===== src/common/asg_pkg.sv =====
//////////////////////////////////////////////////
// shared widths and encodings of the generator
// register select sits in bus_addr[3:0]
// slice of a wide register sits in bus_addr[5:4]
// bus_addr top bit set means table access
//////////////////////////////////////////////////

`default_nettype none

package asg_pkg;

  //////////////////////////////////////////////////
  // widths
  //////////////////////////////////////////////////

  localparam int unsigned asg_dwo = 14;  // sample and bus data width
  localparam int unsigned asg_cwm = 10;  // pointer integer bits, 1024 entries
  localparam int unsigned asg_cwf = 16;  // pointer fraction bits
  localparam int unsigned asg_nw  = 16;  // cycle and repetition counters
  localparam int unsigned asg_lw  = 32;  // delay between repetitions

  //////////////////////////////////////////////////
  // register map
  //////////////////////////////////////////////////

  typedef enum logic [3:0] {
    REG_CTL    = 4'd0,  // bit 0 restarts the sequencer
    REG_SIZE   = 4'd1,  // table size, fixed point
    REG_STEP   = 4'd2,  // pointer step, fixed point
    REG_OFFS   = 4'd3,  // start offset, fixed point
    REG_NCYC   = 4'd4,  // passes per run
    REG_RNUM   = 4'd5,  // extra runs after the first
    REG_RDLY   = 4'd6,  // idle cycles between runs
    REG_WRAP   = 4'd7,  // bit 0 keeps the wrap remainder
    REG_STATUS = 4'd8   // sequencer state, read only
  } reg_addr_t;

  // playback states
  typedef enum logic [1:0] {
    SEQ_IDLE = 2'd0,  // waiting for trigger
    SEQ_RUN  = 2'd1,  // reading table
    SEQ_GAP  = 2'd2   // delay between repetitions
  } seq_state_t;

endpackage

`default_nettype wire


===== src/design/dac_credit_out.sv =====
//////////////////////////////////////////////////
// output FIFO with credit flow toward the DAC
// FIFO holds CREDITS plus 2 samples
// adv reserves room for reads still in the table
// sink must not return more credits than it took
//////////////////////////////////////////////////

`timescale 1ns/1ns
`default_nettype none

module dac_credit_out import asg_pkg::*; #(
  parameter int unsigned DWO     = asg_dwo,
  parameter int unsigned CREDITS = 4
)(
  input  wire                   clk,
  input  wire                   rstn,
  // from table stream port
  input  wire signed  [DWO-1:0] rd_dat,
  input  wire                   rd_vld,
  output logic                  adv,        // sequencer may read
  // DAC side
  output logic signed [DWO-1:0] sto_dat,
  output logic                  sto_vld,
  input  wire                   sto_credit  // one credit back
);

  localparam int unsigned DEPTH = CREDITS + 2;
  localparam int unsigned PTRW  = $clog2(DEPTH);
  localparam int unsigned CNTW  = $clog2(DEPTH + 1);
  localparam int unsigned CRDW  = $clog2(CREDITS + 1);

  logic signed [DWO-1:0] fifo [0:DEPTH-1];
  logic [PTRW-1:0] wr_ptr;
  logic [PTRW-1:0] rd_ptr;
  logic [CNTW-1:0] cnt;      // stored samples
  logic [CNTW-1:0] free;
  logic [1:0]      adv_q;    // adv history, one per pipe stage
  logic [1:0]      rsv_cnt;  // slots reserved for reads in flight
  logic [CRDW-1:0] crd_cnt;  // credits held

  //////////////////////////////////////////////////
  // FIFO
  //////////////////////////////////////////////////

  always_ff @(posedge clk) begin
    if (rd_vld) fifo[wr_ptr] <= rd_dat;
  end

  always_ff @(posedge clk) begin
    if (!rstn) begin
      wr_ptr <= '0;
      rd_ptr <= '0;
      cnt    <= '0;
    end else begin
      if (rd_vld) wr_ptr <= (wr_ptr == PTRW'(DEPTH - 1)) ? '0 : wr_ptr + 1'b1;
      if (sto_vld) rd_ptr <= (rd_ptr == PTRW'(DEPTH - 1)) ? '0 : rd_ptr + 1'b1;
      cnt <= cnt + CNTW'(rd_vld) - CNTW'(sto_vld);
    end
  end

  //////////////////////////////////////////////////
  // reservation and credits
  //////////////////////////////////////////////////

  // each adv cycle holds a slot until its data could land
  always_ff @(posedge clk) begin
    if (!rstn) begin
      adv_q   <= '0;
      rsv_cnt <= '0;
      crd_cnt <= CRDW'(CREDITS);
    end else begin
      adv_q   <= {adv_q[0], adv};
      rsv_cnt <= rsv_cnt + 2'(adv) - 2'(adv_q[1]);
      crd_cnt <= crd_cnt - CRDW'(sto_vld) + CRDW'(sto_credit);
    end
  end

  assign free    = CNTW'(DEPTH) - cnt;
  assign adv     = (free > CNTW'(rsv_cnt));
  assign sto_vld = (crd_cnt != '0) && (cnt != '0);
  assign sto_dat = fifo[rd_ptr];  // head of FIFO

endmodule

`default_nettype wire


===== config.mk =====
export PLATFORM = sky130hd
export DESIGN_NAME = dac_credit_out
export DESIGN_NICKNAME = d
export VERILOG_FILES = /design/src/common/asg_pkg.sv /design/src/design/dac_credit_out.sv
export SDC_FILE = /design/constraint.sdc
export NUM_CORES = 1
export LEC_CHECK = 0
export ABC_AREA = 1
export BUFFER_PORTS_ARGS = -buffer_cell sky130_fd_sc_hd__buf_2
export CAP_MARGIN = 20
export CORE_ASPECT_RATIO = 2
export CORE_UTILIZATION = 59
export DETAILED_ROUTE_END_ITERATION = 7
export PLACE_DENSITY = 0.81
export SKIP_CTS_REPAIR_TIMING = 1
export SYNTH_ARGS = -nofsm -noshare
export SYNTH_HDL_FRONTEND = slang
export SYNTH_SLANG_ARGS = --single-unit

===== constraint.sdc =====
create_clock -name clk -period 2.7 [get_ports clk]
set_input_delay 0.54 -clock clk [delete_from_list [all_inputs] [get_ports clk]]
set_output_delay 0.54 -clock clk [all_outputs]
set_load 0.02 [all_outputs]

After elaboration in Yosys (flattened, before gate mapping)
Memory sizes are Yosys's and may differ from the RTL's. A register that Yosys moved wholly into a read port is not among the register bits.
Cells that the tools add are included.
- input bits: 18
- flip-flop bits (word level): 16
- memories: 1
- bits in writable memories: 84
- output and inout bits: 16
- memories (memory ; depth ; bits a word ; read ports ; clocked after memory_dff ; wr ports ; line ; RTL):
    fifo ; 6 ; 14 ; 1 ; 1 ; 1 ; dac_credit_out.sv:32 ; logic signed [DWO-1:0] fifo [0:DEPTH-1];
- reduce and logical (&&, ||, !) cells: 3
- magnitude comparators: 1
- $add $sub $neg: 9
- equal/unequal tests: 2
- muxes and demuxes: 6
- operator list (operator ; count):
    2-to-1 mux 3 bit ; 4
    adder 3 x 1 -> 3 bit ; 2
    adder 3 x 1 -> 3 bit, second input constant ; 2
    equality test 3 bit, second input constant ; 2
    nonzero test 3 bit ; 2
    subtractor 3 x 1 -> 3 bit ; 2
    greater-than comparator 3 x 2 -> 1 bit ; 1
    subtractor 3 bit, first input constant ; 1
    adder 2 x 1 -> 2 bit ; 1
    2-to-1 mux 1 bit ; 2
    subtractor 2 x 1 -> 2 bit ; 1
    logical AND 1 bit ; 1

Longest topological paths before layout
- word-level depth: 4
- mapped depth: 12
- gate-level depth less buffers: 12

Worst setup path before layout
Ideal clock, no wire load.
- kind: input-to-reg
- from: input rd_vld
- to: memory fifo[5][0] in the netlist's numbering, enable pin
- data required time: 2.279 ns
- arrival time: 2.016 ns
- setup time: 0.421 ns
- setup slack: 0.263 ns
- stages on the path: 2
- cell sequence: inv_1 > nor4_1
- longest elaborated chain between the ends: 2
- ends and longest elaborated chain (what ; line ; RTL):
    from (decl) ; dac_credit_out.sv:19 ; input wire rd_vld,
    2-to-1 mux 1 bit ; dac_credit_out.sv:46 ; if (rd_vld) fifo[wr_ptr] <= rd_dat;
    2-to-1 mux 1 bit (implied by the code) ; dac_credit_out.sv:46 ;
    to (decl) ; dac_credit_out.sv:32 ;
Every way passes these cells.

Worst setup path after layout
- from: register cnt[1]
- to: output adv
- longest elaborated chain between the ends: 2
- ends and longest elaborated chain (what ; line ; RTL):
    from (decl) ; dac_credit_out.sv:35 ; logic [CNTW-1:0] cnt;
    from (signal assigned) ; dac_credit_out.sv:57 ; cnt <= cnt + CNTW'(rd_vld) - CNTW'(sto_vld);
    subtractor 3 bit ; dac_credit_out.sv:78 ; assign free = CNTW'(DEPTH) - cnt;
    greater-than comparator 3 x 2 -> 1 bit ; dac_credit_out.sv:79 ; assign adv = (free > CNTW'(rsv_cnt));
    to (decl) ; dac_credit_out.sv:20 ; output logic adv,
Every way passes these cells.

==> results.py <==
metrics = {
    "clock_tree": {
        "clk_pin_slew_ns": 0.06,
        "insertion_delay_ns": 0.34,
        "cts_made_buffers": 9,
        "h-tree-depth": 3,
        "clockRootBuffer": "clkbuf_16",
        "clock_sinks": 103,
        "clk_path_buf_depth": 2,
        "cts_tree": "built",
    },
    "run_status": {
        "run_status": "finished, final reports clean",
    },
    "flow_run": {
        "cap_viol_max_count": 0,
    },
    "yosys": {
        "synth_area_mm2": 0.00420,
        "seq_area_frac_synth_pct": 69.2,
        "synthCells": 362,
        "syn_nets": 390,
        "ys_seq_elements": 103,
        "yosysWarnings": 0,
        "syn_area_per_cell_um2": 11.6,
        "synth_cell_types": 26,
    },
    "sta": {
        "hold_viol_final": 0,
        "fin_crit_ns": 2.47,
        "max_freq_mhz": 406,
        "grt_setup_unrepaired": "no",
        "finalSetupViolations": 0,
        "worstMarginPinSlew_ns": 0.677,
        "clock_skew_ns": 0.00447,
        "drv_slew": 0,
        "fin_crit_sh_pct": 91.3,
        "fin_setup_tns_ns": 0,
        "max-slew-margin-rel_pct": 54.8,
    },
    "drt": {
        "wl_met3_um": 387,
        "first_pass_iters": 4,
        "avgViaCountPerCell": 5.55,
        "via_count": 2746,
        "remaining_drc_errors": 0,
        "drtIter0Drc": 227,
        "drt_wl_total_um": 7930,
        "routedWlPerCell_um": 16.0,
        "top_layer_used": "met4",
        "dr_wl_met2_um": 4520,
        "ant_nets": 0,
        "drt-met1-wl_um": 2770,
    },
    "setup_path": {
        "slowest_stage": "dfxtp_1",
        "cp_top_family": "adder cells",
        "cp-end-kind": "primary output",
        "arrival_ns": 1.93,
        "slowest_delay_ns": 0.42,
        "start_kind": "flip-flop",
        "worst-setup-path-type": "flip-flop to primary output",
        "crit_path_cell_trace": "inv_1 -> ha_1 -> inv_1 -> ha_1 -> inv_1 -> nor2_1 -> o21ai_1 -> nand2_1 -> buf_2",
        "required_ns": 2.16,
        "cp_max_fo": 4,
        "cpMostUsedCell": "inv_1",
        "critPathBufInv": 4,
    },
    "floorplan": {
        "core_area_mm2": 0.00689,
        "ios": 34,
        "dieWidth_um": 61.6,
        "start_util_pct": 60.9,
        "dieArea_mm2": 0.00747,
        "die_h_um": 121,
        "rows": 43,
    },
    "final_layout": {
        "fin_util_pct": 69.1,
        "drive_gt1_share_pct": 16.3,
        "diodes": 0,
        "area.growth.synth_to_final_pct": 13.5,
        "layout.nets": 428,
    },
    "power": {
        "p_per_area_mw_per_mm2": 1030,
        "p_leak_nw": 1.87,
        "p_total_mw": 4.88,
        "vdd_ir_drop_max_mv": 0.768,
    },
    "placement": {
        "dp_hpwl_um": 5010,
        "gp_congestion": 0.742,
        "port_buffers": 33,
    },
    "global_route": {
        "grt_pass1_wl_um": 12600,
        "grt_pass1_vias": 2757,
        "grt.total_usage_pct": 24.3,
        "antenna_found_initial": 0,
        "grt_start_max_net_pins": 43,
        "grt-ovfl-total": 0,
    },
    "hold_path": {
        "hold_path.class": "flip-flop to flip-flop",
    },
}
flip-flops by register name, indices dropped and copies added, names as in the netlist, named ones only:
name     count
fifo        84
cnt          3
crd_cnt      3
rd_ptr       3
wr_ptr       3
adv_q        2
rsv_cnt      2
per-layer routing:
| layer | up-vias | track usage [%] |
|---|---|---|
| li1 | 1318 | - |
| met1 | 1311 | 25.7 |
| met2 | 95 | 42.1 |
| met3 | 22 | 4.26 |
| met4 | 0 | 15.0 |
| met5 | - | 0 |
cells by family after synthesis:
kind of cell             count (synthesis)  synth area share (%)
adder cells (fa/ha/maj)                 10                  3.34
buffers and inverters                   46                  5.64
AO/OA/AOI/OAI                           40                  4.77
AND/OR/NAND/NOR                        158                  16.0
XOR/XNOR                                 5                  1.04
flip-flops                             103                  69.2
report_power, final:
group          switching [mW]  leakage [nW]  internal (mW)  total [mW]
Combinational            1.08         0.808          0.597        1.67
Sequential              0.113         0.923           1.85        1.96
Clock                   0.521         0.140          0.727        1.25
Total                    1.71          1.87           3.17        4.88
cell type report:
class / count / area, µm²
clock buffer: 12 / 278
inverter: 32 / 125
clock inverter: 4 / 26.3
multi-input combinational: 213 / 1080
timing repair buffer: 41 / 238
sequential: 103 / 2900
fill: 517 / 2130
tap: 90 / 113
cell usage after synthesis:
cell type | instances | share of area, %
clkbuf_2 | 1 | 0.12
nand2_1 | 74 | 6.6
xnor2_1 | 3 | 0.63
buf_4 | 2 | 0.36
clkbuf_1 | 1 | 0.089
ha_1 | 8 | 2.4
nor2_1 | 29 | 2.6
or2_2 | 1 | 0.15
nor4_1 | 2 | 0.30
nor3_1 | 2 | 0.24
o21ai_0 | 19 | 2.3
dfxtp_1 | 19 | 9.1
nand4_1 | 1 | 0.15
and2_1 | 2 | 0.30
o21ai_1 | 14 | 1.7
edfxtp_1 | 84 | 60
inv_6 | 1 | 0.21
inv_2 | 2 | 0.18
a21oi_1 | 7 | 0.83
nand2_2 | 2 | 0.30
buf_6 | 6 | 1.6
xor2_1 | 2 | 0.42
fa_1 | 2 | 0.95
inv_1 | 29 | 2.6
buf_2 | 4 | 0.48
nand3_1 | 45 | 5.4
final timing paths:
check             startpoint          to  slack, ns  depth (start not counted)
hold reg to reg     adv_q[0]    adv_q[1]       0.43                          2
setup / recovery      cnt[1]         adv       0.23                          9
setup reg to reg      cnt[1]  crd_cnt[2]       0.59                         12
hold / removal      adv_q[0]    adv_q[1]       0.43                          2
cell usage in the layout (no fill, tap or decap):
master	instances
inv_1	29
nor3_2	2
a21oi_1	7
or2_2	1
inv_6	1
nor4_2	2
clkbuf_8	2
dfxtp_1	19
buf_4	7
clkbuf_16	10
clkinv_1	1
xnor2_1	3
and2_1	2
edfxtp_1	84
ha_1	8
o21ai_0	18
buf_12	1
nand2_2	2
o21ai_1	15
nor2_1	29
nand3_1	45
nand2_1	74
nand4_1	1
inv_2	2
buf_2	33
fa_1	2
xor2_1	2
clkinvlp_4	3
through the flow:
stage | hold WS (ns) | setup WS (ns) | cells | instance area, µm²
floorplan | 0.390 | 0.263 | 362 | 4200
CTS | 0.432 | 0.152 | 495 | 4760
finish | 0.429 | 0.234 | 495 | 4760
global route | 0.436 | 0.0401 | 495 | 4760
global placement | 0.412 | 0.570 | 479 | 4460
detailed placement | 0.421 | 0.518 | 479 | 4460
worst reg2reg max path: cells and delay by family, from the launching register on:
family                     cells  cell delay, ns
DFF                            1            0.42
AOI/OAI and AO/OA              1            0.07
adders and majority gates      3            0.74
buffers and inverters          3            0.19
and+or+nand+nor                5            0.65
Note: power is estimated with default switching activity, not from simulation.
