### config.mk
export PLATFORM = sky130hd
export DESIGN_NAME = asg_sequencer
export DESIGN_NICKNAME = d
export VERILOG_FILES = /design/src/common/asg_pkg.sv /design/src/asg/asg_sequencer.sv
export SDC_FILE = /design/constraint.sdc
export NUM_CORES = 1
export LEC_CHECK = 0
export BUFFER_PORTS_ARGS = -buffer_cell sky130_fd_sc_hd__buf_2
export CAP_MARGIN = 10
export CORE_MARGIN = 4
export CORE_UTILIZATION = 58
export CTS_BUF_LIST = sky130_fd_sc_hd__clkbuf_4 sky130_fd_sc_hd__clkbuf_8
export DETAILED_ROUTE_END_ITERATION = 6
export GPL_ROUTABILITY_DRIVEN = 0
export PLACE_DENSITY = 0.82
export SYNTH_ARGS = -nofsm -noshare
export SYNTH_HDL_FRONTEND = slang
export SYNTH_SLANG_ARGS = --single-unit
### constraint.sdc
create_clock -name clk -period 5.7 [get_ports clk]
set_input_delay 0.57 -clock clk [delete_from_list [all_inputs] [get_ports clk]]
set_output_delay 0.57 -clock clk [all_outputs]
set_load 0.05 [all_outputs]
### src/common/asg_pkg.sv
//////////////////////////////////////////////////
// shared widths and encodings of the generator
// register select sits in bus_addr[3:0]
// slice of a wide register sits in bus_addr[5:4]
// bus_addr top bit set means table access
//////////////////////////////////////////////////

`default_nettype none

package asg_pkg;

  //////////////////////////////////////////////////
  // widths
  //////////////////////////////////////////////////

  localparam int unsigned asg_dwo = 14;  // sample and bus data width
  localparam int unsigned asg_cwm = 10;  // pointer integer bits, 1024 entries
  localparam int unsigned asg_cwf = 16;  // pointer fraction bits
  localparam int unsigned asg_nw  = 16;  // cycle and repetition counters
  localparam int unsigned asg_lw  = 32;  // delay between repetitions

  //////////////////////////////////////////////////
  // register map
  //////////////////////////////////////////////////

  typedef enum logic [3:0] {
    REG_CTL    = 4'd0,  // bit 0 restarts the sequencer
    REG_SIZE   = 4'd1,  // table size, fixed point
    REG_STEP   = 4'd2,  // pointer step, fixed point
    REG_OFFS   = 4'd3,  // start offset, fixed point
    REG_NCYC   = 4'd4,  // passes per run
    REG_RNUM   = 4'd5,  // extra runs after the first
    REG_RDLY   = 4'd6,  // idle cycles between runs
    REG_WRAP   = 4'd7,  // bit 0 keeps the wrap remainder
    REG_STATUS = 4'd8   // sequencer state, read only
  } reg_addr_t;

  // playback states
  typedef enum logic [1:0] {
    SEQ_IDLE = 2'd0,  // waiting for trigger
    SEQ_RUN  = 2'd1,  // reading table
    SEQ_GAP  = 2'd2   // delay between repetitions
  } seq_state_t;

endpackage

`default_nettype wire

### src/asg/asg_sequencer.sv
//////////////////////////////////////////////////
// playback FSM with fixed point read pointer
// one table read per cycle while adv is high
// cfg_ncyc of zero behaves as one pass
// cfg_rdly of zero skips the gap state
//////////////////////////////////////////////////

`timescale 1ns/1ns
`default_nettype none

module asg_sequencer import asg_pkg::*; #(
  parameter int unsigned CWM = asg_cwm,
  parameter int unsigned CWF = asg_cwf
)(
  input  wire                 clk,
  input  wire                 rstn,
  // trigger
  input  wire                 trg_in,
  output logic                trg_out,   // accepted trigger echo
  // flow control from output stage
  input  wire                 adv,
  // config
  input  wire [CWM+CWF-1:0]   cfg_size,
  input  wire [CWM+CWF-1:0]   cfg_step,
  input  wire [CWM+CWF-1:0]   cfg_offs,
  input  wire [asg_nw-1:0]    cfg_ncyc,
  input  wire [asg_nw-1:0]    cfg_rnum,
  input  wire [asg_lw-1:0]    cfg_rdly,
  input  wire                 cfg_wrap,
  input  wire                 ctl_rst,
  // table read
  output logic                rd_en,
  output logic [CWM-1:0]      rd_addr,
  output seq_state_t          seq_state
);

  localparam int unsigned PW = CWM + CWF;

  seq_state_t         state;
  logic [PW-1:0]      pnt;       // read pointer
  logic [PW:0]        npnt;      // pointer plus step
  logic [PW+1:0]      npnt_sub;  // npnt minus size minus one
  logic               pass_end;  // npnt beyond table end
  logic               last_cyc;
  logic [asg_nw-1:0]  cyc_cnt;   // passes left in this run
  logic [asg_nw-1:0]  rep_cnt;   // runs left after this one
  logic [asg_lw-1:0]  dly_cnt;   // gap cycles left

  //////////////////////////////////////////////////
  // pointer arithmetic
  //////////////////////////////////////////////////

  assign npnt     = {1'b0, pnt} + {1'b0, cfg_step};
  assign npnt_sub = {1'b0, npnt} - {2'b00, cfg_size} - 1'b1;
  assign pass_end = !npnt_sub[PW+1];        // non negative means past size
  assign last_cyc = (cyc_cnt <= asg_nw'(1));

  assign trg_out   = (state == SEQ_IDLE) && trg_in && !ctl_rst;
  assign rd_en     = (state == SEQ_RUN) && adv;
  assign rd_addr   = pnt[CWF +: CWM];       // integer part
  assign seq_state = state;

  //////////////////////////////////////////////////
  // state machine
  //////////////////////////////////////////////////

  always_ff @(posedge clk) begin
    if (!rstn) begin
      state   <= SEQ_IDLE;
      pnt     <= '0;
      cyc_cnt <= '0;
      rep_cnt <= '0;
      dly_cnt <= '0;
    end else if (ctl_rst) begin
      state <= SEQ_IDLE;  // abort from anywhere
    end else begin
      case (state)
        SEQ_IDLE: begin
          if (trg_in) begin
            pnt     <= cfg_offs;
            cyc_cnt <= cfg_ncyc;
            rep_cnt <= cfg_rnum;
            state   <= SEQ_RUN;
          end
        end
        SEQ_RUN: begin
          if (adv) begin
            if (!pass_end) begin
              pnt <= npnt[PW-1:0];  // plain advance
            end else if (!last_cyc) begin
              // next pass of the same run
              pnt     <= cfg_wrap ? npnt_sub[PW-1:0] : cfg_offs;
              cyc_cnt <= cyc_cnt - 1'b1;
            end else if (rep_cnt != '0) begin
              // next run, restart from offset
              rep_cnt <= rep_cnt - 1'b1;
              pnt     <= cfg_offs;
              cyc_cnt <= cfg_ncyc;
              if (cfg_rdly != '0) begin
                dly_cnt <= cfg_rdly;
                state   <= SEQ_GAP;
              end
            end else begin
              state <= SEQ_IDLE;    // all runs done
            end
          end
        end
        SEQ_GAP: begin
          if (dly_cnt <= asg_lw'(1)) state <= SEQ_RUN;
          else                       dly_cnt <= dly_cnt - 1'b1;
        end
        default: state <= SEQ_IDLE;
      endcase
    end
  end

endmodule

`default_nettype wire

== Yosys cells after proc, flatten, opt, wreduce, memory -nomap -nowiden ==
Index checks and enable logic that the tools add are counted.
Storage, ports and cells
  output and inout port bits: 14
  word-level logic and storage cells: 77
  bits in registers: 92
  input bits: 148
Cells by class
  equality and inequality tests: 13
  add/sub/neg operators: 6
  $lt $le $gt $ge: 2
  reductions and logical operators: 15
  bitwise operators: 2
  multiplexer cells: 34
Operator list (count)
  $mux 32: 6
  $mux 16: 10
  $mux 26: 6
  $pmux 16 s2: 2
  $pmux 32 s2: 1
  $pmux 26 s2: 1
  $le 32x1->1 const B: 1
  $reduce_bool 32->1: 1
  $sub 16x1->16 const B: 2
  $sub 32x1->32 const B: 1
  $sub 27x26->28: 1
  $sub 28x1->28 const B: 1
  $add 26x26->27: 1
  $le 16x1->1 const B: 1
  $reduce_bool 16->1: 1
  $mux 2: 7
  $ne 2x2->1 const B: 6
  $reduce_and 6->1: 2
  $reduce_and 8->1: 1
  $reduce_and 7->1: 1
  $ne 3x2->1 const B: 2
  $pmux 2 s3: 1
  $reduce_and 5->1: 1
  $ne 2x1->1 const B: 2
  other kinds (9): 13

== Logic depth before layout (Yosys ltp) ==
Gate-level depths: netlist (run 1).
  depth in word-level cells: 8
  depth in mapped cells: 22
  mapped depth without buffers: 20

== Worst setup path before layout (run 1) ==
Ideal clock, no wire load.
  kind: input -> register
  start point: input port cfg_step[0]
  end point: register pnt[22]
  stages: 21
  required time: 5572 ps
  setup time: 128 ps
  path slack: 685 ps
  buffers on the path: 2
  data arrival time: 4888 ps
  cells stage by stage: ha_1 -> inv_1 -> fa_1 -> nor2b_1 -> o21ai_0 -> a211o_1 -> a211o_1 -> a211oi_1 -> nor2b_1 -> xnor2_1 -> ha_1 -> a21oi_1 -> o211ai_1 -> a2111oi_0 -> a31o_2 -> a2bb2oi_1 -> clkbuf_1 -> o21ai_0 -> clkbuf_1 -> a221oi_1 -> a21oi_1
Between the ends
  cells in the longest elaborated chain, start to end: 8
RTL lines
  start, declared: line asg_sequencer.sv:24  | input wire [CWM+CWF-1:0] cfg_step,
  $add 26x26->27 (*): line asg_sequencer.sv:53  | assign npnt = {1'b0, pnt} + {1'b0, cfg_step};
  $sub 27x26->28: line asg_sequencer.sv:54  | assign npnt_sub = {1'b0, npnt} - {2'b00, cfg_size} - 1'b1;
  $sub 28x1->28: line asg_sequencer.sv:54
  $mux 26: line asg_sequencer.sv:92  | pnt <= cfg_wrap ? npnt_sub[PW-1:0] : cfg_offs;
  $mux 26: line asg_sequencer.sv:90  | end else if (!last_cyc) begin
  $mux 26: line asg_sequencer.sv:88  | if (!pass_end) begin
  $mux 26: line asg_sequencer.sv:87  | if (adv) begin
  $pmux 26 s2: line asg_sequencer.sv:77  | case (state)
  end signal, assigned: line asg_sequencer.sv:80  | pnt <= cfg_offs;
  end signal, assigned: line asg_sequencer.sv:89  | pnt <= npnt[PW-1:0];
  end signal, assigned: line asg_sequencer.sv:92
  end, declared: line asg_sequencer.sv:40  | logic [PW-1:0] pnt;
Mark *: on every way between the ends. The rest lies on a longest branch, timed or not. The select of a mux whose other input is x is not followed.
A chain may end at the register's enable or synchronous reset.

== Final worst setup path (run 1) ==
  start point: register pnt[0]
  end point: register pnt[19]
Between the ends
  cells in the longest elaborated chain, start to end: 8
RTL lines (line)
  $add 26x26->27 (*): asg_sequencer.sv:53
  $sub 27x26->28: asg_sequencer.sv:54
  $sub 28x1->28: asg_sequencer.sv:54
  $mux 26: asg_sequencer.sv:92
  $mux 26: asg_sequencer.sv:90
  $mux 26: asg_sequencer.sv:88
  $mux 26: asg_sequencer.sv:87
  $pmux 26 s2: asg_sequencer.sv:77
Marked as above.

==> metrics.txt, run 1 <==
Crit. Startpoint pnt[0]; std cell rows 43; GR Util All Layers 0.302; WL/cell 17.4 µm; Leakage 0.00402 µW; Post-Synthesis Mean Instance Area 7.13 µm²; crit path kind reg -> reg; Startpoint Class flop; Max Cap Viol 0; Yosys cell types 73; die boundary width 128 µm; CTS tree yes; pwr dens about 260 nW/µm²; I/O Buffers 161; fillers between 1000 and 1500; RSZ-0062 raised after global routing false; worst skew pair latency 0.39 ns; worst-case reg-to-reg path depth 20; status finished, final reports clean; Final Max Tran Viols 0; clk root buf clkbuf_8; Worst Hold Launch ctl_rst; Final setup viols 0; Synthesis Warnings 0; CTS Hold Bufs 0; fraction of layout cells with a size suffix above 1 0.187; global-route wire length before repair 40.9 mm; slew margin rel. 0.225; Bufs on Longest Clock Path 2; initial cell density of the core 0.595; Synth area leader dfxtp_1; total iterations of the first detailed-routing run 7; Worst setup EP type flop; Cell Area, Placed 9250 µm²; core footprint 14000 µm²; sink of the worst hold path seq_state[0]; die footprint ~16000 µm²; crit share post-route 0.918; largest net degree at the start of global routing 56; Synth Register Bits just over 90; area grow syn2layout 14.5%; Highest Clock Rate 191 MHz; EDFF count, synth 0; number of stages on the worst hold path 2; PostCTS Resize Cnt 0; crit path time final 5.23 ns; Least-Margin Pin Slew 1.16 ns; clk sinks ~90; CTS buffer count 9; final hold viol count 0; register area share after synthesis 0.221; DR iter-0 viols 1063; synthesized area about 8300 µm²; dpl ws between 0.2 and 0.25 ns; initial antenna violation count 0; H-tree levels 3; FF-to-FF Start pnt[0]; total number of vias 9503; Setup WS post-layout 0.470 ns; FF-to-FF setup slack 0.47 ns; synth top area cells dfxtp_1 22%, a21oi_1 8.7%, ha_1 8.6%, nor2_1 5.3%, o21ai_0 5.3%; area of the multi-input gates 5940 µm²; Synth async-reset ratio 0; Die Y-Extent 128 µm; Placed Instances 1464; Worst-path clk slew approximately 0.10 ns; post-route clock skew 0.0120 ns; Antenna Cells 0; fin cells 1479; Post-Syn Instances 1168; vias in the first global route 8533; Nets 1502; Post-Syn Nets ~1400; ANT nets after route 0; drt drc 0; Post-CTS Setup Bufs 0; crit path DAT 5.55 ns; worst path required time 6.02 ns; final wirelength 25.7 mm; top cell type's share of synthesized area 0.221; Max VDD drop ~0.00019 V; GR Overflow Total 0; mean number of vias per cell ~6.4; crit-path max FO 13; min-delay worst type in -> reg; post-route cell area 9530 µm²; HPWL Detailed 19.3 mm; Synth Flop Type dfxtp_1; Reg area 1840 µm²; Critical R2R Capture pnt[19]; Final TNS setup 0 ns; Ports 162
[sequential cells by signal, summed over array words and instances (netlist names)]
signal and count:
dly_cnt 32, pnt 26, cyc_cnt 16, rep_cnt 16, seq_state 2
[routing by layer]
layer | share of wire | global-route usage | vias to the layer above
met3 | 0.091 | 0.0633 | 63
met2 | 0.45 | 0.476 | 453
li1 | - | - | 4586
met4 | 0.033 | 0.104 | 0
met5 | 0 | 0 | -
met1 | 0.43 | 0.411 | 4401
[how the worst max path moves through the flow]
| stage | end | slack, ns | depth (start not counted) |
|---|---|---|---|
| after floorplan | pnt[22] | 0.68 | 21 |
| after global placement | pnt[24] | 0.40 | 22 |
| after detailed placement | pnt[18] | 0.22 | 23 |
| after CTS | pnt[4] | 0.45 | 21 |
| after global routing | pnt[24] | 0.09 | 21 |
| final | pnt[19] | 0.47 | 20 |
[stage by stage]
step,power [µW],util,hold slack [ns]
5_1_grt,2600,0.681,0.410
3_3_place_gp,1830,0.662,0.456
6_report,2460,0.681,0.406
3_5_place_dp,1850,0.662,0.459
4_1_cts,2430,0.680,0.388
2_1_floorplan,1560,-,0.431
[report_power, final]
part	switching (µW)	total, µW	internal [µW]
Combinational	697	1150	456
Clock	255	590	335
Sequential	37.8	718	680
[placed cells by master (no fill, tap or decap), drive strengths merged, types with 8 or more instances in the layout]
master,Yosys,layout
buf,25,189
a21oi,145,145
nor2,118,118
nand2,109,109
dfxtp,92,92
o21ai,91,91
inv,58,58
ha,57,57
nor3,36,36
a31oi,30,30
nand3,29,29
a211oi,26,26
xnor2,26,26
nor4,21,21
or3,16,16
xor2,15,15
o211ai,14,14
o221a,14,14
o32ai,13,13
o21a,11,11
nand4,11,11
and2,11,11
a221oi,10,10
nand2b,10,10
o31ai,10,10
clkbuf,48,9
nor2b,9,9
a21o,8,8
a22o,8,8
or2,8,8
[worst max-delay path: stages, from the launching register on]
cell	delay (ns)
dfxtp_1	0.38
ha_1	0.19
inv_1	0.05
fa_1	0.41
nor2b_1	0.20
o21ai_0	0.17
a211o_1	0.38
a211o_1	0.33
a211oi_1	0.21
nor2b_1	0.08
xnor2_1	0.21
ha_1	0.30
a21oi_1	0.24
o211ai_1	0.15
a2111oi_0	0.35
a31o_2	0.31
a2bb2oi_4	0.30
o31a_1	0.32
buf_4	0.26
o221ai_1	0.15
a21oi_1	0.19
[final cells by class]
class	instances	area share
Clock buffer	9	0.0130
Multi-Input combinational cell	944	0.623
Tap cell	180	0.0236
Inverter	59	0.0232
Timing Repair Buffer	189	0.109
Sequential cell	92	0.193
Clock inverter	6	0.0144
[Yosys cell counts, drive strengths merged (7+ instances only)]
cell    count
and2       11
o31ai      10
xnor2      26
o21ai      91
dfxtp      92
a21o        8
or4         7
a221oi     10
buf        25
o32ai      13
inv        58
o221a      14
a31oi      30
clkbuf     48
or3        16
and3        7
a21oi     145
nor2      118
a211oi     26
a22o        8
nand2b     10
nor4       21
o211ai     14
nand3      29
xor2       15
or2         8
nor2b       9
o21a       11
ha         57
nor3       36
nand2     109
nand4      11
[logic make-up after synthesis]
kind of cell	count (synthesis)	synth area share
XOR/XNOR	41	0.0431
adder cells (fa/ha/maj)	59	0.0905
multiplexers	1	0.00120
flip-flops	92	0.221
AO/OA/AOI/OAI	438	0.340
AND/OR/NAND/NOR	405	0.235
buffers and inverters	132	0.0692
No activity file was read; power rests on OpenSTA's default activity.
==> run 2, diff against run 1 <==
CORE_ASPECT_RATIO = 0.6   (was not set)
==> run 2 against run 1 <==
Against the previous run:
- power down 4.1%
- critical path type unchanged
- non-clock buffer count down 3
- utilization up 0.28 points
==> metrics.txt, run 2 (synthesized netlist as in run 1, its figures left out) <==
Bufs on Longest Clock Path 2; worst-case reg-to-reg path depth 21; clk root buf clkbuf_8; area grow syn2layout 13.7%; worst skew pair latency 0.38 ns; final hold slack 0.442 ns; die footprint 16400 µm²; Worst-path clk slew 0.11 ns; Ports 162; Max Cap Viol 0; biggest regs dly_cnt (32), pnt (26); PostCTS Resize Cnt 0; Flop pwr share 0.305; GR Util All Layers 0.329; NetSw about 1000 µW; most frequent cells in the layout 161 x buf_2, 145 x a21oi_1, 118 x nor2_1, 109 x nand2_1, 92 x dfxtp_1; crit-path max cell delay 0.41 ns; Setup WS post-layout 0.379 ns; WL/cell 19.0 µm; FF-to-FF Start pnt[0]; initial antenna violation count 0; die boundary width 163 µm; Clk pwr share 0.192; RSZ-0062 raised after global routing false; worst path required time 5.98 ns; fraction of layout cells with a size suffix above 1 0.186; initial cell density of the core 0.602; Biggest register dly_cnt; CTS Hold Bufs 0; ANT nets after route 0; critical path endpoint rep_cnt[5]; largest net degree at the start of global routing 56; slew margin rel. 0.382; status finished, final reports clean; pwr dens 249 nW/µm²; Leakage slightly below 0.004 µW; CTS buffer count 9; Final setup viols 0; vias in the first global route 8345; Placed Instances 1472; std cell rows 33; core footprint between 10000 and 15000 µm²; Post-CTS Setup Bufs 0; HPWL Detailed 21.6 mm; total number of vias 9656; total iterations of the first detailed-routing run 7; CP Cell Sequence ha_1 -> inv_1 -> fa_1 -> nor2b_1 -> o21ai_0 -> a211o_1 -> a211o_1 -> a211oi_1 -> nor2b_1 -> xnor2_1 -> ha_1 -> a21oi_1 -> o211ai_1 -> a2111oi_0 -> a31o_2 -> a2bb2oi_2 -> o21ai_1 -> nand2_1 -> buf_12 -> a21oi_1 -> o221a_2; crit-path max FO 26; Nets ~1500; combinational share of power 0.503; clk sinks 92; crit path kind reg -> reg; Final TNS setup 0 ns; crit path DAT 5.60 ns; Final Max Tran Viols 0; I/O Buffers between 150 and 200; global-route wire length before repair 43.7 mm; min-delay worst type in -> reg; Worst setup EP type flop; drt drc 0; crit path time final approximately 5.3 ns; Crit. Startpoint pnt[0]; post-route clock skew between 0.01 and 0.015 ns; crit share post-route 0.933; commonest non-fill, non-tap cell in the layout buf_2; fin cells ~1500; Antenna Cells 0; DR iter-0 viols 1420; GR Overflow Total 0; Die Y-Extent ~100 µm; max reg flops 32; Highest Clock Rate around 190 MHz; Max VDD drop 0.000145 V; Startpoint Class flop; dpl ws approximately 0.21 ns; CTS tree yes; Least-Margin Pin Slew 0.927 ns; H-tree levels 3; Critical R2R Capture rep_cnt[5]; final wirelength about 28 mm; mean number of vias per cell 6.48; total power 2360 µW; final hold viol count 0; Slowest cell on crit path fa_1; switch share 0.443; FF-to-FF setup slack 0.38 ns; internal power 1310 µW
[run 2: cell types whose count changed in the layout (fill, tap and decap cells not counted), sizes merged]
cell	delta
bufinv	-4
inv	+4
buf	-3
clkbuf	+1
clkinv	-1
clkinvlp	+1
[run 2: layout make-up]
| type | count | area (µm²) |
|---|---|---|
| Clock buffer | 10 | 131 |
| Clock inverter | 6 | 56.3 |
| Fill cell | 1213 | 4370 |
| Inverter | 59 | 221 |
| Multi-Input combinational cell | 944 | 5920 |
| Sequential cell | 92 | 1840 |
| Tap cell | 192 | 240 |
| Timing Repair Buffer | 186 | 1040 |
[run 2: routing by layer]
layer  GRT usage  vias up  part of all wire  wire (µm)
li1            -     4589                 -          -
met1       0.533     4411              0.47      13300
met2       0.431      621              0.38      10800
met3      0.0817       35              0.14       3940
met4      0.0586        0             0.011        303
met5           0        -                 0          0
[run 2: worst min path at each step]
stage | from | to | slack, ns | cells past startpoint
2_1_floorplan | rep_cnt[14] | rep_cnt[14] | 0.43 | 2
3_3_place_gp | rep_cnt[14] | rep_cnt[14] | 0.45 | 2
3_5_place_dp | pnt[10] | pnt[10] | 0.45 | 2
4_1_cts | ctl_rst | seq_state[1] | 0.43 | 2
5_1_grt | ctl_rst | seq_state[0] | 0.44 | 2
6_report | ctl_rst | seq_state[1] | 0.44 | 2
[run 2: per-stage QoR]
step	util	cell area, µm²
CTS	0.683	9450
detailed placement	0.670	9260
global route	0.684	9460
global placement	0.670	9260
finish	0.684	9460
floorplan	-	8320
[run 2: critical path, delay by kind of cell, from the launching register on]
family | cells | cell delay, ns
buf+inv | 2 | 0.24
fa+ha+maj | 3 | 0.90
flops | 1 | 0.35
compound gates | 12 | 3.03
xor+xnor | 1 | 0.24
simple gates | 3 | 0.45
[run 2: power groups by stage]
stage               combinational [µW]  clock [µW]  sequential (µW)
finish                            1190         454              719
CTS                               1140         453              717
floorplan                          835           0              720
detailed placement                1140           0              732
global route                      1280         480              723
global placement                  1110           0              730
