**src/common/asg_pkg.sv**
```systemverilog
//////////////////////////////////////////////////
// shared widths and encodings of the generator
// register select sits in bus_addr[3:0]
// slice of a wide register sits in bus_addr[5:4]
// bus_addr top bit set means table access
//////////////////////////////////////////////////

`default_nettype none

package asg_pkg;

  //////////////////////////////////////////////////
  // widths
  //////////////////////////////////////////////////

  localparam int unsigned asg_dwo = 14;  // sample and bus data width
  localparam int unsigned asg_cwm = 10;  // pointer integer bits, 1024 entries
  localparam int unsigned asg_cwf = 16;  // pointer fraction bits
  localparam int unsigned asg_nw  = 16;  // cycle and repetition counters
  localparam int unsigned asg_lw  = 32;  // delay between repetitions

  //////////////////////////////////////////////////
  // register map
  //////////////////////////////////////////////////

  typedef enum logic [3:0] {
    REG_CTL    = 4'd0,  // bit 0 restarts the sequencer
    REG_SIZE   = 4'd1,  // table size, fixed point
    REG_STEP   = 4'd2,  // pointer step, fixed point
    REG_OFFS   = 4'd3,  // start offset, fixed point
    REG_NCYC   = 4'd4,  // passes per run
    REG_RNUM   = 4'd5,  // extra runs after the first
    REG_RDLY   = 4'd6,  // idle cycles between runs
    REG_WRAP   = 4'd7,  // bit 0 keeps the wrap remainder
    REG_STATUS = 4'd8   // sequencer state, read only
  } reg_addr_t;

  // playback states
  typedef enum logic [1:0] {
    SEQ_IDLE = 2'd0,  // waiting for trigger
    SEQ_RUN  = 2'd1,  // reading table
    SEQ_GAP  = 2'd2   // delay between repetitions
  } seq_state_t;

endpackage

`default_nettype wire

```
**src/design/asg_regs.sv**
```systemverilog
//////////////////////////////////////////////////
// bus decode into config registers and table port
// wide registers written in DWO bit slices
// needs CWM of at least 6 for the slice field
// read data one cycle late, held until next read
//////////////////////////////////////////////////

`timescale 1ns/1ns
`default_nettype none

module asg_regs import asg_pkg::*; #(
  parameter int unsigned DWO = asg_dwo,
  parameter int unsigned CWM = asg_cwm,
  parameter int unsigned CWF = asg_cwf
)(
  input  wire                  clk,
  input  wire                  rstn,
  // cpu bus
  input  wire                  bus_ena,
  input  wire                  bus_wen,
  input  wire        [CWM:0]   bus_addr,   // top bit selects table
  input  wire        [DWO-1:0] bus_wdata,
  output logic       [DWO-1:0] bus_rdata,
  // table cpu port
  output logic                 tbl_ena,
  output logic                 tbl_wen,
  output logic     [CWM-1:0]   tbl_addr,
  output logic     [DWO-1:0]   tbl_wdata,
  input  wire        [DWO-1:0] tbl_rdata,
  // sequencer config
  input  wire seq_state_t      seq_state,
  output logic [CWM+CWF-1:0]   cfg_size,
  output logic [CWM+CWF-1:0]   cfg_step,
  output logic [CWM+CWF-1:0]   cfg_offs,
  output logic [asg_nw-1:0]    cfg_ncyc,
  output logic [asg_nw-1:0]    cfg_rnum,
  output logic [asg_lw-1:0]    cfg_rdly,
  output logic                 cfg_wrap,
  output logic                 ctl_rst     // one cycle pulse
);

  localparam int unsigned PW = CWM + CWF;
  localparam int unsigned SW = 3 * DWO;  // widest register in slices

  logic           reg_wr;     // register write this cycle
  logic           reg_rd;     // register read this cycle
  reg_addr_t      reg_sel;
  logic [1:0]     slc;        // slice index
  logic [DWO-1:0] reg_rdata;  // registered readback
  logic           rd_tbl;     // last read went to table

  // replace one slice of a register value
  function automatic logic [SW-1:0] slice_wr(input logic [SW-1:0] old,
                                             input logic [1:0] sel,
                                             input logic [DWO-1:0] wd);
    logic [SW-1:0] tmp;
    tmp = old;
    case (sel)
      2'd0:    tmp[0 +: DWO] = wd;
      2'd1:    tmp[DWO +: DWO] = wd;
      default: tmp[2*DWO +: DWO] = wd;
    endcase
    return tmp;
  endfunction

  // pick one slice for readback
  function automatic logic [DWO-1:0] slice_rd(input logic [SW-1:0] val,
                                              input logic [1:0] sel);
    logic [SW-1:0] tmp;
    tmp = val >> (sel * DWO);
    return tmp[DWO-1:0];
  endfunction

  //////////////////////////////////////////////////
  // decode
  //////////////////////////////////////////////////

  assign reg_wr  = bus_ena && !bus_addr[CWM] && bus_wen;
  assign reg_rd  = bus_ena && !bus_addr[CWM] && !bus_wen;
  assign reg_sel = reg_addr_t'(bus_addr[3:0]);
  assign slc     = bus_addr[5:4];

  assign tbl_ena   = bus_ena && bus_addr[CWM];  // table window
  assign tbl_wen   = bus_wen;
  assign tbl_addr  = bus_addr[CWM-1:0];
  assign tbl_wdata = bus_wdata;

  //////////////////////////////////////////////////
  // config registers
  //////////////////////////////////////////////////

  always_ff @(posedge clk) begin
    if (!rstn) begin
      cfg_size <= '0;
      cfg_step <= '0;
      cfg_offs <= '0;
      cfg_ncyc <= '0;
      cfg_rnum <= '0;
      cfg_rdly <= '0;
      cfg_wrap <= 1'b0;
    end else if (reg_wr) begin
      case (reg_sel)
        REG_SIZE: cfg_size <= PW'(slice_wr(SW'(cfg_size), slc, bus_wdata));
        REG_STEP: cfg_step <= PW'(slice_wr(SW'(cfg_step), slc, bus_wdata));
        REG_OFFS: cfg_offs <= PW'(slice_wr(SW'(cfg_offs), slc, bus_wdata));
        REG_NCYC: cfg_ncyc <= asg_nw'(slice_wr(SW'(cfg_ncyc), slc, bus_wdata));
        REG_RNUM: cfg_rnum <= asg_nw'(slice_wr(SW'(cfg_rnum), slc, bus_wdata));
        REG_RDLY: cfg_rdly <= asg_lw'(slice_wr(SW'(cfg_rdly), slc, bus_wdata));
        REG_WRAP: cfg_wrap <= bus_wdata[0];
        default:  ;  // ctl and status hold nothing
      endcase
    end
  end

  // restart pulse
  always_ff @(posedge clk) begin
    if (!rstn) ctl_rst <= 1'b0;
    else       ctl_rst <= reg_wr && (reg_sel == REG_CTL) && bus_wdata[0];
  end

  //////////////////////////////////////////////////
  // readback
  //////////////////////////////////////////////////

  always_ff @(posedge clk) begin
    if (!rstn)                   rd_tbl <= 1'b0;
    else if (bus_ena && !bus_wen) rd_tbl <= bus_addr[CWM];  // source of last read
  end

  always_ff @(posedge clk) begin
    if (reg_rd) begin
      case (reg_sel)
        REG_SIZE:   reg_rdata <= slice_rd(SW'(cfg_size), slc);
        REG_STEP:   reg_rdata <= slice_rd(SW'(cfg_step), slc);
        REG_OFFS:   reg_rdata <= slice_rd(SW'(cfg_offs), slc);
        REG_NCYC:   reg_rdata <= slice_rd(SW'(cfg_ncyc), slc);
        REG_RNUM:   reg_rdata <= slice_rd(SW'(cfg_rnum), slc);
        REG_RDLY:   reg_rdata <= slice_rd(SW'(cfg_rdly), slc);
        REG_WRAP:   reg_rdata <= DWO'(cfg_wrap);
        REG_STATUS: reg_rdata <= DWO'(seq_state);
        default:    reg_rdata <= '0;  // ctl reads zero
      endcase
    end
  end

  assign bus_rdata = rd_tbl ? tbl_rdata : reg_rdata;

endmodule

`default_nettype wire

```
**config.mk**
```make
export PLATFORM = sky130hd
export DESIGN_NAME = asg_regs
export DESIGN_NICKNAME = d
export VERILOG_FILES = /design/src/common/asg_pkg.sv /design/src/design/asg_regs.sv
export SDC_FILE = /design/constraint.sdc
export NUM_CORES = 1
export LEC_CHECK = 0
export BUFFER_PORTS_ARGS = -buffer_cell sky130_fd_sc_hd__buf_2
export CAP_MARGIN = 40
export CORE_UTILIZATION = 47
export CTS_CLUSTER_DIAMETER = 120
export DETAILED_ROUTE_END_ITERATION = 16
export PLACE_DENSITY = 0.76
export SYNTH_ARGS = -nofsm -noshare
export SYNTH_HDL_FRONTEND = slang
export SYNTH_SLANG_ARGS = --single-unit
export TNS_END_PERCENT = 100
```
**constraint.sdc**
```tcl
create_clock -name clk -period 1.7 [get_ports clk]
set_clock_uncertainty 0.1 [all_clocks]
set_input_delay 0.255 -clock clk [delete_from_list [all_inputs] [get_ports clk]]
set_output_delay 0.255 -clock clk [all_outputs]
set_load 0.01 [all_outputs]
```
# Word level (Yosys, flattened, before mapping)
# Index checks and enable logic that the tools add are counted.
[totals]
register_bits = 159
input_bits = 45
out_inout_bits = 184
elab_cells = 62
[op_classes]
multipliers = 1
eq_ne = 9
shifts = 6
mux = 2
bitwise_logic = 1
reduce_logical = 26
[op_table]
columns = ["op", "count"]
rows = [
  ["one-hot mux 14 bit (8 select lines)", 1],
  [">> shifter 26 x 6 -> 14 bit", 3],
  ["AND reduction 3 bit", 13],
  [">> shifter 16 x 6 -> 14 bit", 2],
  [">> shifter 32 x 6 -> 14 bit", 1],
  ["== test 4 x 3 -> 1 bit, second input constant", 4],
  ["two-way mux 14 bit", 1],
  ["== test 4 x 2 -> 1 bit, second input constant", 2],
  ["logical AND 1 bit", 7],
  ["multiplier 2 x 3 -> 5 bit, second input constant", 1],
  ["== test 4 x 1 -> 1 bit, second input constant", 1],
  ["== test 4 bit, second input constant", 1],
  ["logical NOT 4 bit", 1],
  ["== test 2 x 1 -> 1 bit, second input constant", 1],
  ["logical NOT 1 bit", 2],
  ["logical NOT 2 bit", 1],
  ["AND reduction 2 bit", 1],
  ["OR reduction 2 bit", 1],
  ["NOT 1 bit", 1],
]

# Depth between registers and ports, before layout
# Gate-level depths: netlist of the first run.
[logic_depth]
word_depth = 5
mapped_depth = 7

# Worst setup path after synthesis of the first run
# OpenSTA, ideal clock, no wires.
[synth_timing]
kind = "input-to-reg"
start = "input port bus_addr[4]"
end = "register reg_rdata[1], data pin"
t_arrival_ps = 1447
slack_ps = -104
cell_stages = 4
cell_sequence = "or2_2 > or3_1 > a2111o_1 > a32o_1"
[synth_between]
elab_chain_len = 3
word_cells_on_any_way = 8
cone_classes = "mul: 1; shift: 6; mux: 1"
[synth_lines]
columns = ["element", "line", "source"]
rows = [
  ["start, declared", "asg_regs.sv:21", "input wire [CWM:0] bus_addr,"],
  ["multiplier 2 x 3 -> 5 bit *", "asg_regs.sv:70", "tmp = val >> (sel * DWO);"],
  [">> shifter 32 x 6 -> 14 bit, or another cell as far along", "asg_regs.sv:70", ""],
  ["one-hot mux 14 bit (8 select lines) *", "asg_regs.sv:132", "case (reg_sel)"],
  ["end signal, assigned", "asg_regs.sv:133", "REG_SIZE: reg_rdata <= slice_rd(SW'(cfg_size), slc);"],
  ["end signal, assigned", "asg_regs.sv:134", "REG_STEP: reg_rdata <= slice_rd(SW'(cfg_step), slc);"],
  ["end signal, assigned", "asg_regs.sv:135", "REG_OFFS: reg_rdata <= slice_rd(SW'(cfg_offs), slc);"],
  ["end, declared", "asg_regs.sv:49", "logic [DWO-1:0] reg_rdata;"],
]
# Every way passes the cells marked *; elsewhere a longest branch is shown, timed or not.
# A chain may end at the register's enable or synchronous reset.

# Worst setup path after layout of the first run
[layout_timing]
start = "register rd_tbl"
end = "output port bus_rdata[8]"
[layout_between]
elab_chain_len = 1
[layout_lines]
columns = ["element", "line", "source"]
rows = [
  ["start, declared", "asg_regs.sv:50", "logic rd_tbl;"],
  ["start signal, assigned", "asg_regs.sv:127", "else if (bus_ena && !bus_wen) rd_tbl <= bus_addr[CWM];"],
  ["two-way mux 14 bit", "asg_regs.sv:146", "assign bus_rdata = rd_tbl ? tbl_rdata : reg_rdata;"],
  ["end, declared", "asg_regs.sv:23", "output logic [DWO-1:0] bus_rdata,"],
]
# No other way between the ends.

==> results of run 1 <==
-- sequential cells by signal, summed over array words and instances (netlist names) --
signal     cells
cfg_size      26
rd_tbl         1
cfg_wrap       1
cfg_offs      26
cfg_rdly      32
ctl_rst        1
cfg_step      26
cfg_rnum      16
cfg_ncyc      16
reg_rdata     14
-- where the power goes --
part / total, mW / internal (mW) / switching (mW)
clock network: 3.58 / 2.09 / 1.49
logic: 0.705 / 0.330 / 0.375
registers: 3.80 / 3.79 / 0.0103
total: 8.09 / 6.21 / 1.88
-- per-layer routing --
layer | up-vias | wire, um | GRT usage
li1 | 3120 | - | -
met3 | 36 | 1380 | 0.0561
met2 | 271 | 11100 | 0.430
met5 | - | 0 | 0
met4 | 0 | 468 | 0.106
met1 | 3159 | 11100 | 0.374
-- cells in the mapped netlist, drive strengths merged, types with 2 or more instances --
cell       n
mux2i    168
nor2b    150
dfxtp    145
buf       61
clkbuf    37
a21oi     16
mux2      15
edfxtp    14
nand3b    13
a21o      11
nor2      11
a22oi     10
nand3     10
o221ai     9
a222oi     8
nor3       8
and3       7
nand2b     7
o21ai      5
a22o       3
a31oi      3
nand2      3
nor4       3
nor4b      3
nor4bb     3
o2bb2ai    3
a211oi     2
and2       2
and4bb     2
inv        2
nand4bb    2
o211ai     2
o32ai      2
or2        2
or3        2
or3b       2
-- layout by cell type (no fill, tap or decap), drive strengths merged, types with 3 or more instances in the layout --
cell type,n
nor2b,150
a222oi,8
dfxtp,145
a31oi,3
mux2i,168
o21ai,5
a22oi,10
nor4,3
clkinv,4
nor3,8
a22o,3
clkbuf,23
nand2b,7
a21oi,16
and3,7
nand2,3
nand3,10
mux2,15
clkinvlp,3
nand3b,13
buf,299
o2bb2ai,3
edfxtp,14
nor4b,3
inv,3
nor4bb,3
nor2,11
a21o,11
o221ai,9
-- final timing paths --
path / to
setup / recovery: bus_rdata[8]
hold reg to reg: cfg_rdly[19]
setup reg to reg: reg_rdata[13]
hold / removal: reg_rdata[1]
-- per-stage QoR --
step                      utilization  hold slack, ns  worst slack, ns  cells  power (mW)
after floorplan                     -           0.324          -0.0883    763        4.28
after global placement          0.575           0.410           -0.396   1183        4.52
after detailed placement        0.575           0.410           -0.419   1183        4.53
after CTS                       0.618          0.0288          -0.0526   1216        8.12
after global routing            0.620          0.0493          -0.0678   1216        8.33
final                           0.620          0.0468          -0.0307   1216        8.09
-- worst max-delay path, stage by stage (launching register included) --
cell,delay [ns]
dfxtp_4,0.37
buf_8,0.15
mux2_4,0.31
buf_6,0.12
-- layout make-up --
| class | instances | area [sq um] | share of cell area |
|---|---|---|---|
| multi-input combinational | 504 | 4150 | 0.404 |
| timing repair buffer | 299 | 1960 | 0.191 |
| inverter | 2 | 7.51 | 0.000731 |
| clock inverter | 9 | 86.3 | 0.00840 |
| tap | 220 | 275 | 0.0268 |
| clock buffer | 23 | 468 | 0.0455 |
| sequential | 159 | 3330 | 0.324 |
-- kinds of logic after synthesis --
family | Yosys count | synth area share
and+or+nand+nor | 236 | 0.196
muxes | 183 | 0.233
DFF | 159 | 0.418
buffers and inverters | 100 | 0.0727
AOI/OAI and AO/OA | 85 | 0.0811
-- repair_timing --
| action | CTS | global route |
|---|---|---|
| pin swaps | 0 | 2 |
| endpoints found under the setup margin | 14 | 33 |
| gates resized for setup | 35 | 5 |
| cloned | 1 | 0 |
==> flow_results.org, run 1 <==
** Synth
- The Yosys step of the flow raised 0 warnings.
- Syn nets :: 808
- The share of the Yosys chip area taken by registers is 0.418.
- In this run, synthesis inferred 14 flip-flops with an integrated enable.
- Cell area after synthesis :: 0.00796 sq mm
- Most area-hungry cell type in the Yosys netlist :: dfxtp_1
- Area share of the leading cell type in the synthesized netlist :: 0.365
- Most used DFF post-synth :: dfxtp_1
- The average instance in the mapped netlist occupies 10.4 sq um.
- The netlist uses 64 different library cells.
- After technology mapping, the gate count stands at 763.
- Fraction of registers with async set/reset :: 0
- Largest cells by area after synthesis :: dfxtp_1 (36%), mux2i_1 (21%), nor2b_1 (12%)
- #FFs+latches synth :: 159

** CTS
- In this run, post-CTS hold repair placed 0 buffers.
- The H-tree was split into 4 levels.
- Clock tree root buffer cell :: clkbuf_16
- Clock-pin slew was measured on the worst setup and hold paths at 0.06 ns.
- Number of setup buffers added after CTS :: 0
- Buffer levels on the longest clock path :: 2
- Clock latency reported for the late side of the worst-skew pair :: 0.42 ns
- Clock tree synthesis found a total of 159 sinks.
- TritonCTS clock tree :: done
- Number of CTS-inserted buffers :: 17

** Route
- After detailed routing, the total wire length is 24.1 mm.
- Average routed wire per standard cell :: 19.8 um
- Via density :: 5.42
- DRC :: 0
- The first routing iteration left 491 violations.
- The pre-antenna-repair detailed-routing pass consisted of 8 iterations.
- Remaining antenna violation count after routing :: 0
- For this block, the via count after detailed routing is 6,586.

** Floorplanning
- The initial utilization of the core area, before any placement, comes to 0.480.
- Ports :: 229
- In this run the core area contains 47 standard-cell rows.
- Chip Height :: 132 um
- Die extent in x :: 132 um
- The region available for standard cell placement spans 0.0166 sq mm.
- The die covers 0.0175 sq mm.

** GRT
- Initial antenna violation count :: 0
- The number of global-route vias before repair came to 6,231.
- After global routing the overflow that remains totals 0.
- Across every metal layer, demand over resource in global routing totals 0.275.
- First-pass GRT wire length :: 36.5 mm
- Maximum number of pins on one net before global-route repair :: 81

** Worst setup path
- Register-to-Register Setup Slack :: 0.05 ns
- Data arrives at the worst endpoint at 1.38 ns.
- Type of origin of the critical path :: flip-flop
- Number of cells traversed by the worst register-to-register path :: 4
- In this run the critical register-to-register path is launched from cfg_ncyc[13].
- Worst setup path startpoint :: rd_tbl
- The critical path is of the reg2out type.
- Data required time of the critical path :: 1.34 ns
- The worst setup path is captured at an output port.
- Max FO, Critical Path :: 7

** Timing
- Max Slew Vio Count :: 0
- Setup_tns :: -0.285 ns
- Worst setup margin :: -0.0307 ns
- Max_slew headroom :: 0.743
- Final Hold Viols :: 0
- For the pin with the worst max-slew slack, the measured transition is 0.382 ns.
- Subtracting the final worst setup slack from the clock period gives 1.73 ns.
- Setup violations remaining at the end of the flow were counted as 14.
- Top achievable clock speed :: 0.578 GHz
- Dividing the final minimum period by the clock period gives 1.02.
- Setup repair after global routing could not meet its margin everywhere.

** Placement
- Gpl congestion :: 0.895
- DP Area :: 0.00953 sq mm
- DP HPWL :: 17.3 mm
- # port buffers :: 220

** Pwr
- Total power density per cell area :: 787 mW/mm^2
- Leakage power figure :: 4.40 nW
- The worst-case IR drop observed on VDD is 0.000694 V.

** Layout
- The filler cells instantiated in the layout total 1,419.
- The net count of the finished layout is 1,028.
- Of the cells placed in the final design, the portion with a size suffix greater than 1 is 0.362.
- Post-route cell area :: 0.0103 sq mm
- 0 antenna diodes ended up in the layout.
- Area growth from synthesis to layout :: 29.1%

** Hold path
- Number of stages on the worst hold path :: 2
- The path class of the tightest hold or removal check is in2reg.
- Worst hold path startpoint :: seq_state[1]

** Outcome
- Result of the run :: finished, violations left
- The checks that failed: negative setup slack.

** Job
- Number of maximum-capacitance violations :: 0
(Power assumes the default switching activity.)
==> run 2: changes to the inputs <==
--- a/config.mk
+++ b/config.mk
@@ -7,10 +7,10 @@
 export LEC_CHECK = 0
 export BUFFER_PORTS_ARGS = -buffer_cell sky130_fd_sc_hd__buf_2
 export CAP_MARGIN = 40
-export CORE_UTILIZATION = 47
+export CORE_UTILIZATION = 52
 export CTS_CLUSTER_DIAMETER = 120
 export DETAILED_ROUTE_END_ITERATION = 16
-export PLACE_DENSITY = 0.76
+export PLACE_DENSITY = 0.8
 export SYNTH_ARGS = -nofsm -noshare
 export SYNTH_HDL_FRONTEND = slang
 export SYNTH_SLANG_ARGS = --single-unit
==> constraint.sdc (replaced) <==
create_clock -name clk -period 1.75 [get_ports clk]
set_clock_uncertainty 0.1 [all_clocks]
set_input_delay 0.2625 -clock clk [delete_from_list [all_inputs] [get_ports clk]]
set_output_delay 0.2625 -clock clk [all_outputs]
set_load 0.01 [all_outputs]
==> flow_results.org, run 2 (same netlist as run 1, synthesis figures left out) <==
** Outcome
- The run finished with clean final reports.

** Timing
- Setup slack on the critical path of the routed design comes to 0.00147 ns.
- Setup_tns :: 0 ns
- After layout, the minimum clock period comes to 1.75 ns.
- Setup repair after global routing missed its margin :: yes
- In the finished design, the share of the clock period the worst path needs comes to 0.999.
- At the pin with the least slew margin, the transition time is 0.495 ns.
- Max Slew Vio Count :: 0
- Top achievable clock speed :: 0.572 GHz
- The hold violation count in the final report was 0.
- Total setup violations reported at the end of the flow :: 0
- Max_slew headroom :: 0.670

** Worst setup path
- The worst register-to-register path ends at reg_rdata[13].
- Type of origin of the critical path :: flip-flop
- On the worst path, the slowest cell contributes a delay of 0.38 ns.
- Max FO, Critical Path :: 7
- STA classifies the critical path endpoint as an output port.
- Walking the worst path, the cells encountered are buf_8, mux2_4, buf_6.
- R2r startpoint :: cfg_ncyc[13]
- Register-to-Register Setup Slack :: 0.14 ns
- The slowest stage of the critical path belongs to the cell dfxtp_4.
- Data required time of the critical path :: 1.39 ns
- Category of the critical setup timing path :: reg2out
- For the worst setup path, the data arrival time is 1.39 ns.
- Number of cells traversed by the worst register-to-register path :: 4

** GRT
- First-pass GRT wire length :: 35.3 mm
- Overflow left after global routing :: 0
- Overall fraction of global-route tracks in use :: 0.291
- Entering global routing, the biggest net connects 146 pins.
- Initial antenna violation count :: 0
- Number of global-route vias before repair :: 6,147

** Floorplanning
- The die covers 0.0158 sq mm.
- The die is 126 um tall.
- Standard-cell row count :: 44
- Core Area :: 0.0148 sq mm
- During I/O placement, the number of pins put on the boundary was 229.
- Measured along the x axis, the die boundary spans 126 um.
- Starting density of the core :: 0.539

** Layout
- Top reg by flops :: cfg_rdly
- The library cells used most frequently in the layout, excluding fill and tap cells, are buf_2 (206), mux2i_1 (168), nor2b_1 (150).
- Fill cell total of the finished layout :: 1,161
- The multi-input combinational cells in the finished layout cover a total of 0.00413 sq mm.
- Sequential cell area :: 0.00333 sq mm
- The finished cells cover 0.0101 sq mm.
- Leaving out fill and tap cells, the most frequent cell in the layout is buf_2.
- The number of antenna diodes in the final layout is 0.
- Area growth from synthesis to layout :: 27.0%
- The register with the most flip-flops in the layout has 32 of them.
- Share of layout cells above drive strength 1 :: 0.353
- After the last flow step, the layout net total stands at 1,016.
- Post-layout util :: 0.685

** CTS
- The clock passes through at most 2 buffers.
- Post-CTS clock slew at the launch and capture registers of the worst setup and hold paths :: 0.06 ns
- Clock tree synthesis inserted a total of 17 buffers.
- TritonCTS built the clock tree.
- Sinks on Clock Net :: 159
- The cell sitting at the root of the clock tree is a clkbuf_16.
- CTS H-tree depth :: 4
- Once the clock tree was built, the setup fixing pass inserted 0 buffers.
- Clock latency reported for the late side of the worst-skew pair :: 0.43 ns
- For this design, the CTS-stage hold fixing added 0 buffers.

** Job
- Number of maximum-capacitance violations :: 0

** Pwr
- Total power density per cell area :: 786 mW/mm^2
- The share of total power dissipated in sequential elements is 0.465.
- Of the total power, combinational logic draws 0.082.
- Leakage power figure :: 4.33 nW
- Switching part of the total power :: 0.232
- Proportion of power drawn by the clock network :: 0.452
- The worst-case IR drop observed on VDD is 0.000587 V.
- Switch Pwr :: 1.84 mW
- Cell internal power was estimated by the tool at 6.10 mW.

** Placement
- Pre-CTS WS :: -0.281 ns
- DP HPWL :: 16.7 mm
- Summing all placed instances gives a cell area of 0.00937 sq mm.
- During placement, the flow inserted port buffers numbering 220.
- Gpl congestion :: 0.872

** Route
- Drt first pass iters :: 8
- After detailed routing, the average wire length per cell comes to 20.0 um.
- DRC :: 0
- After the first detailed-routing iteration, the DRC count stood at 675.
- Wires add up to 23.4 mm.
- Via density :: 5.67
- Remaining antenna violation count after routing :: 0
- Across all layers, the routed design uses 6,623 vias.

** Hold path
- Number of stages on the worst hold path :: 2
- Worst hold path startpoint :: seq_state[1]
- Worst-case hold path end point :: reg_rdata[1]
- Class of the most critical hold timing path :: in2reg
-- run 2: power by group through the flow --
stage	combinational (mW)	sequential, mW	clock, mW
after detailed placement	0.599	3.77	0
final	0.654	3.69	3.59
after global routing	0.687	3.69	3.78
after global placement	0.590	3.77	0
after CTS	0.629	3.69	3.61
after floorplan	0.390	3.77	0
-- run 2: worst max-delay path by stage --
stage / cells past startpoint / start / slack (ns) / end
after floorplan: 5 / bus_addr[0] / -0.05 / reg_rdata[1]
after global placement: 5 / bus_addr[2] / -0.22 / reg_rdata[2]
after detailed placement: 7 / bus_addr[0] / -0.28 / reg_rdata[6]
after CTS: 3 / rd_tbl / -0.02 / bus_rdata[7]
after global routing: 3 / rd_tbl / -0.03 / bus_rdata[9]
final: 3 / rd_tbl / 0.001 / bus_rdata[9]
-- run 2: metal layers --
metal	vias up	wire, um	track usage
li1	3091	-	-
met1	3175	10600	0.400
met2	311	10600	0.440
met3	46	1600	0.0586
met4	0	654	0.132
met5	-	0	0
-- run 2: per-stage QoR --
stage	power (mW)	cells	hold slack (ns)
after detailed placement	4.37	1135	0.412
final	7.94	1168	0.0512
after global placement	4.36	1135	0.413
after CTS	7.94	1168	0.0408
after floorplan	4.16	763	0.332
after global routing	8.16	1168	0.0485
-- run 2: area by class of cell --
class / count / share of cell area
multi-input cells: 504 / 0.408
flip-flops and latches: 159 / 0.329
repair buffers: 287 / 0.182
clock buffers: 24 / 0.0487
well taps: 184 / 0.0228
clock inverters: 8 / 0.00792
inverters: 2 / 0.000743
-- run 2: repair_timing --
item	CTS	global route
cloned	1	0
endpoints found under the setup margin	14	13
resized for setup	19	16
endpoints found under the hold margin	0	0
-- run 2: worst max-delay path: cells and delay by family (launching register included) --
kind / cells / cell delay [ns]
buffers and inverters: 2 / 0.27
flip-flops: 1 / 0.38
multiplexers: 1 / 0.31
